**src/soc_periph_pkg.sv**
```systemverilog
// Bus widths, address map, event bit positions and register offset enums
package soc_periph_pkg;

    //////////////////////////////////////////////////////////////////////
    // Bus and pin widths
    //////////////////////////////////////////////////////////////////////
    localparam int APB_ADDR_WIDTH  = 32;
    localparam int APB_DATA_WIDTH  = 32;
    localparam int NGPIO           = 32;
    localparam int FC_EVENTS_WIDTH = 32;

    //////////////////////////////////////////////////////////////////////
    // Address map, select field is paddr[15:12]
    //////////////////////////////////////////////////////////////////////
    localparam int PERIPH_SEL_LSB   = 12;
    localparam int PERIPH_SEL_WIDTH = 4;
    localparam int REG_OFFSET_WIDTH = 12;

    // Base 0x1000
    localparam logic [PERIPH_SEL_WIDTH-1:0] GPIO_SEL  = 4'd1;
    // Base 0xB000
    localparam logic [PERIPH_SEL_WIDTH-1:0] TIMER_SEL = 4'd11;

    // Positions inside the FC event vector
    localparam int FC_EVT_TIMER   = 10;
    localparam int FC_EVT_REF_CLK = 14;
    localparam int FC_EVT_GPIO    = 15;

    // GPIO register map
    typedef enum logic [REG_OFFSET_WIDTH-1:0] {
        GPIO_PADDIR    = 12'h000,
        GPIO_PADIN     = 12'h004,
        GPIO_PADOUT    = 12'h008,
        GPIO_INTEN     = 12'h00C,
        GPIO_INTSTATUS = 12'h010
    } gpio_reg_e;

    // Timer register map
    typedef enum logic [REG_OFFSET_WIDTH-1:0] {
        TIMER_CFG = 12'h000,
        TIMER_CNT = 12'h004,
        TIMER_CMP = 12'h008
    } timer_reg_e;

endpackage

```
**src/apb_if.sv**
```systemverilog
// APB interface between the bus decoder and the peripherals, master and slave modports
`timescale 1ns/1ps

interface apb_if;

    // Request side, offset only since the decoder strips the select field
    logic [soc_periph_pkg::REG_OFFSET_WIDTH-1:0] paddr;
    logic [soc_periph_pkg::APB_DATA_WIDTH-1:0]   pwdata;
    logic                                        pwrite;
    logic                                        psel;
    logic                                        penable;

    // Response side
    logic [soc_periph_pkg::APB_DATA_WIDTH-1:0]   prdata;
    logic                                        pready;
    logic                                        pslverr;

    // Decoder end
    modport master (
        output paddr, pwdata, pwrite, psel, penable,
        input  prdata, pready, pslverr
    );

    // Peripheral end
    modport slave (
        input  paddr, pwdata, pwrite, psel, penable,
        output prdata, pready, pslverr
    );

endinterface

```
**src/apb_gpio.sv**
```systemverilog
// APB GPIO block with direction and output registers, input sync and edge interrupts
`timescale 1ns/1ps

module apb_gpio (
    input  logic                             clk_i,
    input  logic                             rst_n_i,
    apb_if.slave                             apb,
    input  logic [soc_periph_pkg::NGPIO-1:0] gpio_in_i,
    output logic [soc_periph_pkg::NGPIO-1:0] gpio_out_o,
    output logic [soc_periph_pkg::NGPIO-1:0] gpio_dir_o,
    output logic                             gpio_event_o
);

    soc_periph_pkg::gpio_reg_e          reg_addr;
    logic                               wr_en;
    logic                               rd_en;
    logic [soc_periph_pkg::NGPIO-1:0]   sync_q1;
    logic [soc_periph_pkg::NGPIO-1:0]   sync_q2;
    logic [soc_periph_pkg::NGPIO-1:0]   hist_q;
    logic [soc_periph_pkg::NGPIO-1:0]   rise;
    logic [soc_periph_pkg::NGPIO-1:0]   dir_q;
    logic [soc_periph_pkg::NGPIO-1:0]   out_q;
    logic [soc_periph_pkg::NGPIO-1:0]   inten_q;
    logic [soc_periph_pkg::NGPIO-1:0]   status_q;
    logic                               status_clr;

    // Access completes in the access phase, pready is always high
    assign reg_addr   = soc_periph_pkg::gpio_reg_e'(apb.paddr);
    assign wr_en      = apb.psel & apb.penable & apb.pwrite;
    assign rd_en      = apb.psel & apb.penable & ~apb.pwrite;
    assign status_clr = rd_en & (reg_addr == soc_periph_pkg::GPIO_INTSTATUS);

    //////////////////////////////////////////////////////////////////////
    // Input synchronizer and rising edge detect
    //////////////////////////////////////////////////////////////////////
    always_ff @(posedge clk_i or negedge rst_n_i) begin
        if (!rst_n_i) begin
            sync_q1 <= '0;
            sync_q2 <= '0;
            hist_q  <= '0;
        end else begin
            sync_q1 <= gpio_in_i;
            sync_q2 <= sync_q1;
            hist_q  <= sync_q2;
        end
    end

    assign rise         = sync_q2 & ~hist_q;
    // One pulse per cycle with any enabled rising pin
    assign gpio_event_o = |(rise & inten_q);

    //////////////////////////////////////////////////////////////////////
    // Register file
    //////////////////////////////////////////////////////////////////////
    always_ff @(posedge clk_i or negedge rst_n_i) begin
        if (!rst_n_i) begin
            dir_q    <= '0;
            out_q    <= '0;
            inten_q  <= '0;
            status_q <= '0;
        end else begin
            if (wr_en) begin
                case (reg_addr)
                    soc_periph_pkg::GPIO_PADDIR: dir_q   <= apb.pwdata;
                    soc_periph_pkg::GPIO_PADOUT: out_q   <= apb.pwdata;
                    soc_periph_pkg::GPIO_INTEN:  inten_q <= apb.pwdata;
                    default: ;
                endcase
            end
            // New edges win over the read clear
            status_q <= (status_q & {soc_periph_pkg::NGPIO{~status_clr}}) | (rise & inten_q);
        end
    end

    // Read mux, unknown offsets give zero
    always_comb begin
        case (reg_addr)
            soc_periph_pkg::GPIO_PADDIR:    apb.prdata = dir_q;
            soc_periph_pkg::GPIO_PADIN:     apb.prdata = sync_q2;
            soc_periph_pkg::GPIO_PADOUT:    apb.prdata = out_q;
            soc_periph_pkg::GPIO_INTEN:     apb.prdata = inten_q;
            soc_periph_pkg::GPIO_INTSTATUS: apb.prdata = status_q;
            default:                        apb.prdata = '0;
        endcase
    end

    assign apb.pready  = 1'b1;
    assign apb.pslverr = 1'b0;
    assign gpio_out_o  = out_q;
    assign gpio_dir_o  = dir_q;

endmodule

```
**src/apb_timer_unit.sv**
```systemverilog
// APB compare timer with enable, 32-bit counter, compare register and match event
`timescale 1ns/1ps

module apb_timer_unit (
    input  logic clk_i,
    input  logic rst_n_i,
    apb_if.slave apb,
    output logic timer_event_o
);

    soc_periph_pkg::timer_reg_e                 reg_addr;
    logic                                       wr_en;
    logic                                       cfg_wr;
    logic                                       cnt_wr;
    logic                                       match;
    logic                                       en_q;
    logic [soc_periph_pkg::APB_DATA_WIDTH-1:0]  cnt_q;
    logic [soc_periph_pkg::APB_DATA_WIDTH-1:0]  cmp_q;

    assign reg_addr = soc_periph_pkg::timer_reg_e'(apb.paddr);
    assign wr_en    = apb.psel & apb.penable & apb.pwrite;
    assign cfg_wr   = wr_en & (reg_addr == soc_periph_pkg::TIMER_CFG);
    assign cnt_wr   = wr_en & (reg_addr == soc_periph_pkg::TIMER_CNT);

    // Match only counts while running
    assign match         = en_q & (cnt_q == cmp_q);
    assign timer_event_o = match;

    //////////////////////////////////////////////////////////////////////
    // Configuration and compare
    //////////////////////////////////////////////////////////////////////
    always_ff @(posedge clk_i or negedge rst_n_i) begin
        if (!rst_n_i) begin
            en_q  <= 1'b0;
            cmp_q <= '0;
        end else begin
            // Bit 0 is the enable, bit 1 only clears
            if (cfg_wr) begin
                en_q <= apb.pwdata[0];
            end
            if (wr_en && reg_addr == soc_periph_pkg::TIMER_CMP) begin
                cmp_q <= apb.pwdata;
            end
        end
    end

    //////////////////////////////////////////////////////////////////////
    // Counter
    //////////////////////////////////////////////////////////////////////
    always_ff @(posedge clk_i or negedge rst_n_i) begin
        if (!rst_n_i) begin
            cnt_q <= '0;
        end else if (cnt_wr) begin
            // Bus load beats counting
            cnt_q <= apb.pwdata;
        end else if (cfg_wr && apb.pwdata[1]) begin
            cnt_q <= '0;
        end else if (match) begin
            // Wrap so matches are cmp+1 cycles apart
            cnt_q <= '0;
        end else if (en_q) begin
            cnt_q <= cnt_q + 1'b1;
        end
    end

    // Read mux
    always_comb begin
        case (reg_addr)
            soc_periph_pkg::TIMER_CFG: apb.prdata = {{(soc_periph_pkg::APB_DATA_WIDTH-1){1'b0}}, en_q};
            soc_periph_pkg::TIMER_CNT: apb.prdata = cnt_q;
            soc_periph_pkg::TIMER_CMP: apb.prdata = cmp_q;
            default:                   apb.prdata = '0;
        endcase
    end

    // Zero wait states, never an error
    assign apb.pready  = 1'b1;
    assign apb.pslverr = 1'b0;

endmodule

```
**src/periph_bus_decoder.sv**
```systemverilog
// Peripheral bus decoder, routes one APB port to the GPIO and timer slaves
`timescale 1ns/1ps

module periph_bus_decoder (
    input  logic [soc_periph_pkg::APB_ADDR_WIDTH-1:0] paddr_i,
    input  logic [soc_periph_pkg::APB_DATA_WIDTH-1:0] pwdata_i,
    input  logic                                      pwrite_i,
    input  logic                                      psel_i,
    input  logic                                      penable_i,
    output logic [soc_periph_pkg::APB_DATA_WIDTH-1:0] prdata_o,
    output logic                                      pready_o,
    output logic                                      pslverr_o,
    apb_if.master                                     gpio_apb,
    apb_if.master                                     timer_apb
);

    logic [soc_periph_pkg::PERIPH_SEL_WIDTH-1:0] sel_field;
    logic                                        gpio_hit;
    logic                                        timer_hit;

    // Select field picks the slave
    assign sel_field = paddr_i[soc_periph_pkg::PERIPH_SEL_LSB +: soc_periph_pkg::PERIPH_SEL_WIDTH];
    assign gpio_hit  = (sel_field == soc_periph_pkg::GPIO_SEL);
    assign timer_hit = (sel_field == soc_periph_pkg::TIMER_SEL);

    //////////////////////////////////////////////////////////////////////
    // Request fan-out
    //////////////////////////////////////////////////////////////////////
    // Shared request lines, only psel is per slave
    assign gpio_apb.paddr    = paddr_i[soc_periph_pkg::REG_OFFSET_WIDTH-1:0];
    assign gpio_apb.pwdata   = pwdata_i;
    assign gpio_apb.pwrite   = pwrite_i;
    assign gpio_apb.penable  = penable_i;
    assign gpio_apb.psel     = psel_i & gpio_hit;

    assign timer_apb.paddr   = paddr_i[soc_periph_pkg::REG_OFFSET_WIDTH-1:0];
    assign timer_apb.pwdata  = pwdata_i;
    assign timer_apb.pwrite  = pwrite_i;
    assign timer_apb.penable = penable_i;
    assign timer_apb.psel    = psel_i & timer_hit;

    //////////////////////////////////////////////////////////////////////
    // Response mux
    //////////////////////////////////////////////////////////////////////
    always_comb begin
        if (gpio_hit) begin
            prdata_o  = gpio_apb.prdata;
            pready_o  = gpio_apb.pready;
            pslverr_o = gpio_apb.pslverr;
        end else if (timer_hit) begin
            prdata_o  = timer_apb.prdata;
            pready_o  = timer_apb.pready;
            pslverr_o = timer_apb.pslverr;
        end else begin
            // Unmapped hole, complete at once with an error
            prdata_o  = '0;
            pready_o  = 1'b1;
            pslverr_o = 1'b1;
        end
    end

endmodule

```
**src/soc_event_map.sv**
```systemverilog
// Reference clock edge detector and FC event vector assembly
`timescale 1ns/1ps

module soc_event_map (
    input  logic                                       clk_i,
    input  logic                                       rst_n_i,
    input  logic                                       slow_clk_i,
    input  logic                                       timer_event_i,
    input  logic                                       gpio_event_i,
    output logic [soc_periph_pkg::FC_EVENTS_WIDTH-1:0] fc_events_o
);

    logic ref_q1;
    logic ref_q2;
    logic ref_hist_q;
    logic ref_event;

    //////////////////////////////////////////////////////////////////////
    // Slow clock into the system domain
    //////////////////////////////////////////////////////////////////////
    always_ff @(posedge clk_i or negedge rst_n_i) begin
        if (!rst_n_i) begin
            ref_q1     <= 1'b0;
            ref_q2     <= 1'b0;
            ref_hist_q <= 1'b0;
        end else begin
            ref_q1     <= slow_clk_i;
            ref_q2     <= ref_q1;
            ref_hist_q <= ref_q2;
        end
    end

    // Both edges give one pulse
    assign ref_event = ref_q2 ^ ref_hist_q;

    // Fixed bit positions, rest reserved
    always_comb begin
        fc_events_o                                 = '0;
        fc_events_o[soc_periph_pkg::FC_EVT_TIMER]   = timer_event_i;
        fc_events_o[soc_periph_pkg::FC_EVT_REF_CLK] = ref_event;
        fc_events_o[soc_periph_pkg::FC_EVT_GPIO]    = gpio_event_i;
    end

endmodule

```
**src/soc_peripherals.sv**
```systemverilog
// Peripheral subsystem top level with APB decoder, GPIO, timer and event map
`timescale 1ns/1ps

module soc_peripherals (
    input  logic                                       clk_i,
    input  logic                                       rst_n_i,
    // Incoming APB port
    input  logic [soc_periph_pkg::APB_ADDR_WIDTH-1:0]  apb_paddr_i,
    input  logic [soc_periph_pkg::APB_DATA_WIDTH-1:0]  apb_pwdata_i,
    input  logic                                       apb_pwrite_i,
    input  logic                                       apb_psel_i,
    input  logic                                       apb_penable_i,
    output logic [soc_periph_pkg::APB_DATA_WIDTH-1:0]  apb_prdata_o,
    output logic                                       apb_pready_o,
    output logic                                       apb_pslverr_o,
    // Reference clock
    input  logic                                       slow_clk_i,
    // Pads
    input  logic [soc_periph_pkg::NGPIO-1:0]           gpio_in_i,
    output logic [soc_periph_pkg::NGPIO-1:0]           gpio_out_o,
    output logic [soc_periph_pkg::NGPIO-1:0]           gpio_dir_o,
    // Events to the fabric controller
    output logic [soc_periph_pkg::FC_EVENTS_WIDTH-1:0] fc_events_o
);

    apb_if gpio_bus ();
    apb_if timer_bus ();

    logic gpio_event;
    logic timer_event;

    //////////////////////////////////////////////////////////////////////
    // Bus decode
    //////////////////////////////////////////////////////////////////////
    periph_bus_decoder periph_bus_decoder_i (
        .paddr_i   ( apb_paddr_i   ),
        .pwdata_i  ( apb_pwdata_i  ),
        .pwrite_i  ( apb_pwrite_i  ),
        .psel_i    ( apb_psel_i    ),
        .penable_i ( apb_penable_i ),
        .prdata_o  ( apb_prdata_o  ),
        .pready_o  ( apb_pready_o  ),
        .pslverr_o ( apb_pslverr_o ),
        .gpio_apb  ( gpio_bus      ),
        .timer_apb ( timer_bus     )
    );

    //////////////////////////////////////////////////////////////////////
    // Peripherals
    //////////////////////////////////////////////////////////////////////
    apb_gpio apb_gpio_i (
        .clk_i        ( clk_i      ),
        .rst_n_i      ( rst_n_i    ),
        .apb          ( gpio_bus   ),
        .gpio_in_i    ( gpio_in_i  ),
        .gpio_out_o   ( gpio_out_o ),
        .gpio_dir_o   ( gpio_dir_o ),
        .gpio_event_o ( gpio_event )
    );

    apb_timer_unit apb_timer_unit_i (
        .clk_i         ( clk_i       ),
        .rst_n_i       ( rst_n_i     ),
        .apb           ( timer_bus   ),
        .timer_event_o ( timer_event )
    );

    // Event collection
    soc_event_map soc_event_map_i (
        .clk_i         ( clk_i       ),
        .rst_n_i       ( rst_n_i     ),
        .slow_clk_i    ( slow_clk_i  ),
        .timer_event_i ( timer_event ),
        .gpio_event_i  ( gpio_event  ),
        .fc_events_o   ( fc_events_o )
    );

endmodule

```
**config.mk**
```make
export PLATFORM = sky130hd
export DESIGN_NAME = soc_peripherals
export DESIGN_NICKNAME = d
export VERILOG_FILES = /design/src/soc_periph_pkg.sv /design/src/apb_if.sv /design/src/apb_gpio.sv /design/src/apb_timer_unit.sv /design/src/periph_bus_decoder.sv /design/src/soc_event_map.sv /design/src/soc_peripherals.sv
export SDC_FILE = /design/constraint.sdc
export NUM_CORES = 1
export LEC_CHECK = 0
export BUFFER_PORTS_ARGS = -buffer_cell sky130_fd_sc_hd__buf_2
export CORE_UTILIZATION = 54
export CTS_BUF_LIST = sky130_fd_sc_hd__clkbuf_2
export DETAILED_ROUTE_END_ITERATION = 8
export PLACE_DENSITY = 0.77
export SETUP_SLACK_MARGIN = 0.5
export SYNTH_ARGS = -nofsm -noshare
export SYNTH_HDL_FRONTEND = slang
export SYNTH_HIERARCHICAL = 1
export SYNTH_SLANG_ARGS = --single-unit
```
**constraint.sdc**
```tcl
create_clock -name clk_i -period 5.6 [get_ports clk_i]
set_input_delay 0.84 -clock clk_i [delete_from_list [all_inputs] [get_ports clk_i]]
set_output_delay 0.84 -clock clk_i [all_outputs]
set_load 0.05 [all_outputs]
```
# Word level (Yosys, flattened, before mapping)
# Cells that the tools add are included.
# totals
elab_cells	58
in_bits	102
register_bits	292
out_inout_bits	130
# op_classes
reduce_logical	8
mux	10
bitwise_logic	19
eq_ne	7
n_addsub	1
# op_table
cell	count
two-way mux 32 bit	6
case mux 32 bit (5 select lines)	1
bitwise AND 32 bit	3
case mux 32 bit (3 select lines)	1
adder 32 x 1 -> 32 bit (second input constant)	1
== test 32 bit	1
NOT 32 bit	1
bitwise OR 32 bit	1
OR reduction 32 bit	1
== test 12 x 4 -> 1 bit (second input constant)	2
== test 12 x 3 -> 1 bit (second input constant)	1
== test 12 x 5 -> 1 bit (second input constant)	1
zero test 12 bit	1
bitwise AND 1 bit	11
AND reduction 2 bit	3
== test 4 x 1 -> 1 bit (second input constant)	1
== test 4 bit (second input constant)	1
nonzero test 4 bit	1
logical AND 1 bit	2
two-way mux 1 bit	2
NOT 1 bit	2
bitwise XOR 1 bit	1

# Depth between registers and ports, before layout
# Gate-level depths: netlist of run 1.
# logic_depth
word_depth	8
depth_mapped	9
depth_no_buf	8

# By module
# The synthesis of run 1 kept the hierarchy.
# modules_own_cells
module	seq_area_each_um2	area_each_um2	n_inst	cells_each
apb_gpio	5605.4	8892.3	1	590
apb_timer_unit	1626.6	4011.3	1	418
periph_bus_decoder	0.0	1447.6	1	216
soc_event_map	75.1	327.8	1	37

# Worst setup path after synthesis of run 1
# No wires, ideal clock.
# synth_timing
kind	input to output
from	in apb_paddr_i[9] in the netlist's numbering
to	out apb_prdata_o[26] in the netlist's numbering
path_stages	9
arrival_ns	3.600
path_slack_ns	1.160
cell_sequence	buf_4 -> or4_4 -> nor3_2 -> and2_1 -> clkbuf_1 -> buf_2 -> a22o_1 -> or3b_2 -> a21oi_1
# synth_between
elab_cells_between_ends	9
classes_between	eq/ne (4); mux (4); reduce/logical (1)
# synth_rtl
item	line	rtl
from (decl)	soc_peripherals.sv:8	input logic [soc_periph_pkg::APB_ADDR_WIDTH-1:0] apb_paddr_i,
== test 12 x 5 -> 1 bit (tied with other cells)	apb_gpio.sv:77	case (reg_addr)
case mux 32 bit (5 select lines) *	apb_gpio.sv:77	
named net gpio_bus.prdata (one bit)	apb_if.sv:14	logic [soc_periph_pkg::APB_DATA_WIDTH-1:0] prdata;
two-way mux 32 bit *	periph_bus_decoder.sv:46	if (gpio_hit) begin
to (decl)	soc_peripherals.sv:13	output logic [soc_periph_pkg::APB_DATA_WIDTH-1:0] apb_prdata_o,
# The timed path passes the listed nets; every way through them passes the cells marked *.

# Worst setup path in the final report of run 1
# layout_timing
from	in apb_paddr_i[5] in the netlist's numbering
to	out apb_prdata_o[31] in the netlist's numbering
# layout_between
elab_chain_len	4
elab_cells_between_ends	9
classes_between	eq/ne (4); mux (4); reduce/logical (1)
# layout_rtl
item	line	rtl
== test 12 x 4 -> 1 bit (tied with other cells)	apb_timer_unit.sv:68	case (reg_addr)
case mux 32 bit (3 select lines) *	apb_timer_unit.sv:68	
named net timer_bus.prdata (one bit)	apb_if.sv:14	
two-way mux 32 bit *	periph_bus_decoder.sv:50	end else if (timer_hit) begin
two-way mux 32 bit *	periph_bus_decoder.sv:46	
# Marked as above.

==> metrics, run 1 <==
vias after detailed routing 10,630; synth unique cells 65; Layout fillers 2,142; Placer Congestion 0.9134; RSZ-0062 raised after global routing false; CTS tree yes; Post-Syn Instances 1,261; full die area 0.02785 mm^2; CTS max path bufs 3; Power Total around 4 mW; drt via density approximately 6; IO buf count about 190; # Max-Cap Violations 0; Ports roughly 230; CTS H-tree lvls 3; largest net degree at the start of global routing about 130; final-report setup violation count 0; Final nets around 1,500; Worst-path clk slew 90 ps; Overflow after GRT 0; ANT nets after route 0; Initial Util 0.5570; warning count from the yosys run 6; WL/cell around 22 um; Worst Tran Pin Value 1062 ps; layout cell share with drive strength beyond 1 0.2609; fraction of registers with async set or reset after synthesis 1.000; flop-to-flop setup slack 2710 ps; TritonCTS Sinks 292; hold path startpoint gpio_in_i[26]; Clk pwr share 0.372; WHS Endpoint apb_gpio_i/sync_q1[26]; Synth Area in Adders 0.0008524; crit path max fanout 32; Final Slew Violations 0; Min Hold Slack 62.22 ps; CP Launch Type input pin; syn_area_per_cell about 12 um^2; power per cell area roughly 250 mW/mm^2; top cell type's share of synthesized area 0.4978; Fin. Hold Viols 0; R2R cell count 7; Power Internal ~2.9 mW; CORE AREA 0.02635 mm^2; largest area contributor in the netlist dfrtp_1; Sw Pwr 1.130 mW; P_leak 7.934 nW; dpl hpwl approximately 26,000 um; f_max 217.1 MHz; vias in the first global route 10,750; clk root buf clkbuf_2; CP endpoint kind primary output; HP Class in -> reg; # rows approximately 60; Slew HR 0.2906; CTS Buf Count 75; compound-cell area share of the yosys netlist 0.1156; Comb power frac 0.072; final worst path period share 0.8223; routed wire length just under 40,000 um; Period minus WS final between 4000 and 5000 ps; synthesized flop and latch total 292; Post-synth EDFFs 0; Sw Share 0.2837; worst path arrival time about 3800 ps; reg2reg end apb_timer_unit_i/cnt_q[8]; Post-Synth XOR/XNOR Area 0.02804; dominant cells by area after synthesis dfrtp_1, mux2_1, buf_4; status finished clean; post-CTS sizing 0; Clock Latency Late Sink 930 ps; critical path type in -> out; mux contribution to synthesized area 0.1509; first-pass GRT wire length approximately 60,000 um; Starting DRT DRC Count just over 1,000; GRT Util Overall 0.2820; initial antenna violation count 4; drc violations 0; Die Y approximately 170 um; Post-Synth Simple-Gate Area 0.1050; CP required around 4800 ps; Die Span X around 170 um; Reg2Reg Launch Point apb_timer_unit_i/cnt_q[5]; part of the power in registers 0.556; CP Launch Point apb_paddr_i[5]; Total Neg Setup Slack 0 ps; Main synth FF type dfrtp_1; VDD IR max approximately 0.16 mV; Hold Crit Depth 1; largest family of logic cells by synthesized area multiplexers; skew final ~100 ps; Area growth syn-to-layout 7.415%; Pre-antenna DRT Iters 5; sequential area share after synthesis 0.4978; cell area after synthesis between 0.01 and 0.015 mm^2
## sequential cells by signal, summed over array words and instances (netlist names)
register	flops
apb_timer_unit_i/cmp_q	32
apb_gpio_i/gpio_out_o	32
apb_gpio_i/status_q	32
apb_gpio_i/sync_q2	32
apb_timer_unit_i/cnt_q	32
apb_timer_unit_i/en_q	1
soc_event_map_i/ref_q1	1
soc_event_map_i/ref_hist_q	1
apb_gpio_i/hist_q	32
apb_gpio_i/inten_q	32
apb_gpio_i/gpio_dir_o	32
soc_event_map_i/ref_q2	1
apb_gpio_i/sync_q1	32
## critical path: stages
cell and delay (ps):
buf_2 110, or4_1 630, or3_1 580, nor3b_4 230
buf_4 390, a22o_1 190, nand3_1 70, a21oi_1 360
buf_2 340
## cell families after synthesis
family	count (synthesis)
flip-flops	292
buffers and inverters	222
adder cells (fa/ha/maj)	1
XOR/XNOR	47
multiplexers	194
other	5
AO/OA/AOI/OAI	238
AND/OR/NAND/NOR	262
## worst max-delay path by stage
stage | to | slack [ps]
2_1_floorplan | apb_prdata_o[26] | 1160
3_3_place_gp | apb_prdata_o[31] | 1080
3_5_place_dp | apb_prdata_o[31] | 1050
4_1_cts | apb_prdata_o[31] | 1040
5_1_grt | apb_prdata_o[31] | 860
6_report | apb_prdata_o[31] | 990
## synthesized netlist by cell type (all sizes together) (5+ instances only)
master / count
dfrtp: 292
buf: 163
mux2: 128
mux2i: 66
a22o: 64
nand2: 62
clkbuf: 50
nand3: 45
a21oi: 44
xor2: 42
o22ai: 40
o21ai: 32
or3b: 32
nor2: 23
nor4: 19
o2bb2ai: 14
nand3b: 13
nand4: 13
nor3: 13
a21bo: 12
and3: 9
inv: 8
a21o: 7
a22oi: 6
and2: 6
and4: 6
conb: 5
xnor2: 5
## cells in the final DEF, fill, tap and decap left out, types with 6 or more instances in the layout
master / count
dfrtp_1: 292
buf_2: 184
clkbuf_2: 108
mux2_1: 96
mux2i_1: 66
a22o_1: 64
nand2_1: 62
nand3_1: 45
a21oi_1: 44
xor2_1: 42
o22ai_1: 40
conb_1: 33
o21ai_0: 32
mux2_4: 30
or3b_1: 29
nor2_1: 23
buf_4: 22
nor4_1: 18
dlygate4sd3_1: 15
o2bb2ai_1: 14
nand3b_1: 13
nand4_1: 13
a21bo_1: 12
clkinv_1: 10
and3_1: 9
nor3_1: 9
inv_1: 8
a21o_1: 7
and4_1: 6
a22oi_1: 6
## per-layer routing
metal,GRT usage,share of wire
met1,0.3822,0.42
met2,0.4273,0.45
met3,0.06416,0.087
met4,0.1409,0.041
met5,0,0
## layout make-up
cell class                 count  area, um^2  share of cell area
clock buffer                 108       540.5             0.03428
inverter                       9       33.78            0.002143
multi-input combinational    775        6033              0.3826
clock inverter                18       132.6            0.008411
tap                          335       419.2             0.02658
antenna                        4       10.01           0.0006348
sequential                   292        7307              0.4634
timing repair buffer         224        1291             0.08189
## timing repair
item / 4_1_cts / 5_1_grt
endpoints found under the hold margin: 84 / 7
hold buffers: 8 / 7
setup buffers: 0 / 0
## power groups by stage
stage | logic (mW) | clock network, mW | registers (mW)
after floorplan | 0.224 | 0 | 2.23
after global placement | 0.274 | 0 | 2.25
after detailed placement | 0.278 | 0 | 2.25
after CTS | 0.283 | 1.51 | 2.21
after global routing | 0.310 | 1.63 | 2.22
final | 0.289 | 1.48 | 2.21
## stage by stage
step	instance area, um^2	setup slack [ps]	utilization	instances
finish	15770	994.9	0.5983	1765
global route	15770	858.5	0.5982	1764
CTS	15690	1044	0.5953	1754
detailed placement	14930	1050	0.5667	1620
global placement	14930	1078	0.5667	1620
floorplan	14780	1160	-	1289
No activity file was read; power rests on OpenSTA's default activity.
==> inputs of run 2 (changes only) <==
==> constraint.sdc (replaced) <==
create_clock -name clk_i -period 4.8 [get_ports clk_i]
set_input_delay 0.72 -clock clk_i [delete_from_list [all_inputs] [get_ports clk_i]]
set_output_delay 0.72 -clock clk_i [all_outputs]
set_load 0.05 [all_outputs]
==> run 2 against run 1 <==
Net effect: clock power rose by 7%; routed wire length up 0.83%; critical path type unchanged; via count increased by 0.71%; highest routed layer unchanged.
==> metrics, run 2 (synthesis gave the netlist of run 1 again) <==
initial antenna violation count 5; layout cell share with drive strength beyond 1 0.2590; CP Buf/Inv Count 3; Die Y 166.9 um; flop-to-flop setup slack roughly 1600 ps; Clock Latency Late Sink 910 ps; Total Neg Setup Slack 0 ps; R2R cell count 7; Fin. Hold Viols 0; crit path max fanout 32; Core Util, Final 0.6054; CP Launch Type input pin; Placer Congestion around 0.94; P_leak between 7 and 8 nW; power per cell area between 200 and 300 mW/mm^2; vias in the first global route between 10,000 and 15,000; VDD IR max roughly 0.18 mV; Worst-path clk slew approximately 100 ps; CP endpoint kind primary output; CP Depth 9; routed wire length around 39,000 um; CTS tree yes; reg2reg end apb_timer_unit_i/cnt_q[20]; Final nets 1,504; Sw Share 0.2885; Slew HR 0.2273; Layout fillers 2,096; Pre-antenna DRT Iters 6; Power Internal between 3 and 4 mW; postcts setup bufs 0; CP required 4080 ps; final non-filler cell total ~1,800; Area growth syn-to-layout 8.686%; Sw Pwr around 1.3 mW; drt via density 6.006; worst path arrival time 3450 ps; Worst Tran Pin Value approximately 1200 ps; Final Slew Violations 0; f_max ~240 MHz; part of the power in registers 0.571; Overflow after GRT 0; Placed Cells roughly 1,600; status finished clean; vias after detailed routing between 10,000 and 15,000; dpl hpwl ~27,000 um; CP peak stage delay 620 ps; Ports between 200 and 250; CORE AREA roughly 0.026 mm^2; CTS H-tree lvls 3; skew final 100.3 ps; CTS max path bufs 3; largest net degree at the start of global routing approximately 130; Initial Util 0.5570; most frequent cells in the layout dfrtp_1, buf_2, clkbuf_2, mux2_1, mux2i_1; CP Launch Point apb_paddr_i[5]; # rows between 50 and 60; HP Class in -> reg; first-pass GRT wire length 61,020 um; Reg2Reg Launch Point apb_timer_unit_i/cnt_q[5]; critical path cell sequence buf_2, or4_1, or3_1, nor3b_4, buf_12, a22o_1, nand3_1, a21oi_1, buf_2; full die area roughly 0.028 mm^2; RSZ-0062 raised after global routing false; commonest non-fill, non-tap cell in the layout dfrtp_1; IO buf count between 150 and 200; most used cell, CP buf_2; drc violations 0; TritonCTS Sinks ~290; CTS Buf Count 73; Starting DRT DRC Count 996; ANT nets after route 0; Worst path slowest cell or4_1; Worst Setup EP apb_prdata_o[15]; WL/cell about 22 um; CP delay by family, top simple AND/OR/NAND/NOR gates; Die Span X 166.9 um; Comb power frac 0.078; Period minus WS final 4166 ps; critical path type in -> out; GRT Util Overall 0.2837; final-report setup violation count 0; # Max-Cap Violations 0; clk root buf clkbuf_2; final worst path period share 0.8679; Clk pwr share 0.351
==> run 2: worst register-to-register path, stage by stage, from the launching register on <==
cell	delay (ps)
dfrtp_1	490
xor2_1	240
nor4_1	400
nand4_1	270
o31ai_2	1000
buf_4	340
o21ai_0	130
a22o_1	260
==> run 2: worst min path at each step <==
| stage | start | endpoint | slack (ps) | cells after the start |
|---|---|---|---|---|
| 2_1_floorplan | apb_gpio_i/sync_q1[0] | apb_gpio_i/sync_q2[0] | 330 | 0 |
| 3_3_place_gp | apb_gpio_i/sync_q1[29] | apb_gpio_i/sync_q2[29] | 330 | 0 |
| 3_5_place_dp | apb_gpio_i/sync_q1[14] | apb_gpio_i/sync_q2[14] | 330 | 0 |
| 4_1_cts | apb_pwdata_i[29] | apb_gpio_i/gpio_out_o[29] | 70 | 2 |
| 5_1_grt | apb_pwdata_i[4] | apb_timer_unit_i/cnt_q[4] | 90 | 3 |
| 6_report | apb_pwdata_i[9] | apb_gpio_i/gpio_out_o[9] | 130 | 2 |
==> run 2: final cells by class <==
| cell class | instances | area, um^2 | area share |
|---|---|---|---|
| diodes | 4 | 10.01 | 0.0006274 |
| clock buffers | 105 | 525.5 | 0.03294 |
| clock inverters | 13 | 75.07 | 0.004705 |
| inverters | 9 | 33.78 | 0.002117 |
| multi-input cells | 775 | 6033 | 0.3782 |
| flip-flops and latches | 292 | 7307 | 0.4580 |
| well taps | 335 | 419.2 | 0.02627 |
| repair buffers | 250 | 1550 | 0.09717 |
==> run 2: per-stage QoR <==
step,power (mW),setup WS (ps),cell area (um^2),hold WS (ps)
after floorplan,2.867,599.8,14780,331.2
after CTS,4.559,629.7,15940,74.81
after global placement,2.946,650.9,15000,333.8
after detailed placement,2.955,634.2,15000,334.7
final,4.519,634.3,15950,129.5
after global routing,4.728,522.0,15950,88.37
==> run 2: layer usage <==
layer | track usage | vias up | wire (um)
li1 | - | 4733 | -
met1 | 0.3782 | 5368 | 16140
met2 | 0.4421 | 527 | 18340
met3 | 0.06393 | 80 | 3092
met4 | 0.1316 | 0 | 1332
met5 | 0 | - | 0
==> run 2: power groups by stage <==
stage                     Clock, mW  Sequential (mW)  Combinational, mW
after floorplan                   0             2.61              0.261
after global placement            0             2.62              0.321
after detailed placement          0             2.63              0.327
after CTS                      1.63             2.58              0.350
after global routing           1.76             2.59              0.378
final                          1.59             2.58              0.352
==> run 2: repair_timing <==
action                     CTS  global route
gates resized for setup      0             1
setup endpoints to repair    0             2
hold endpoints to repair   105             0
hold buffers                34             0
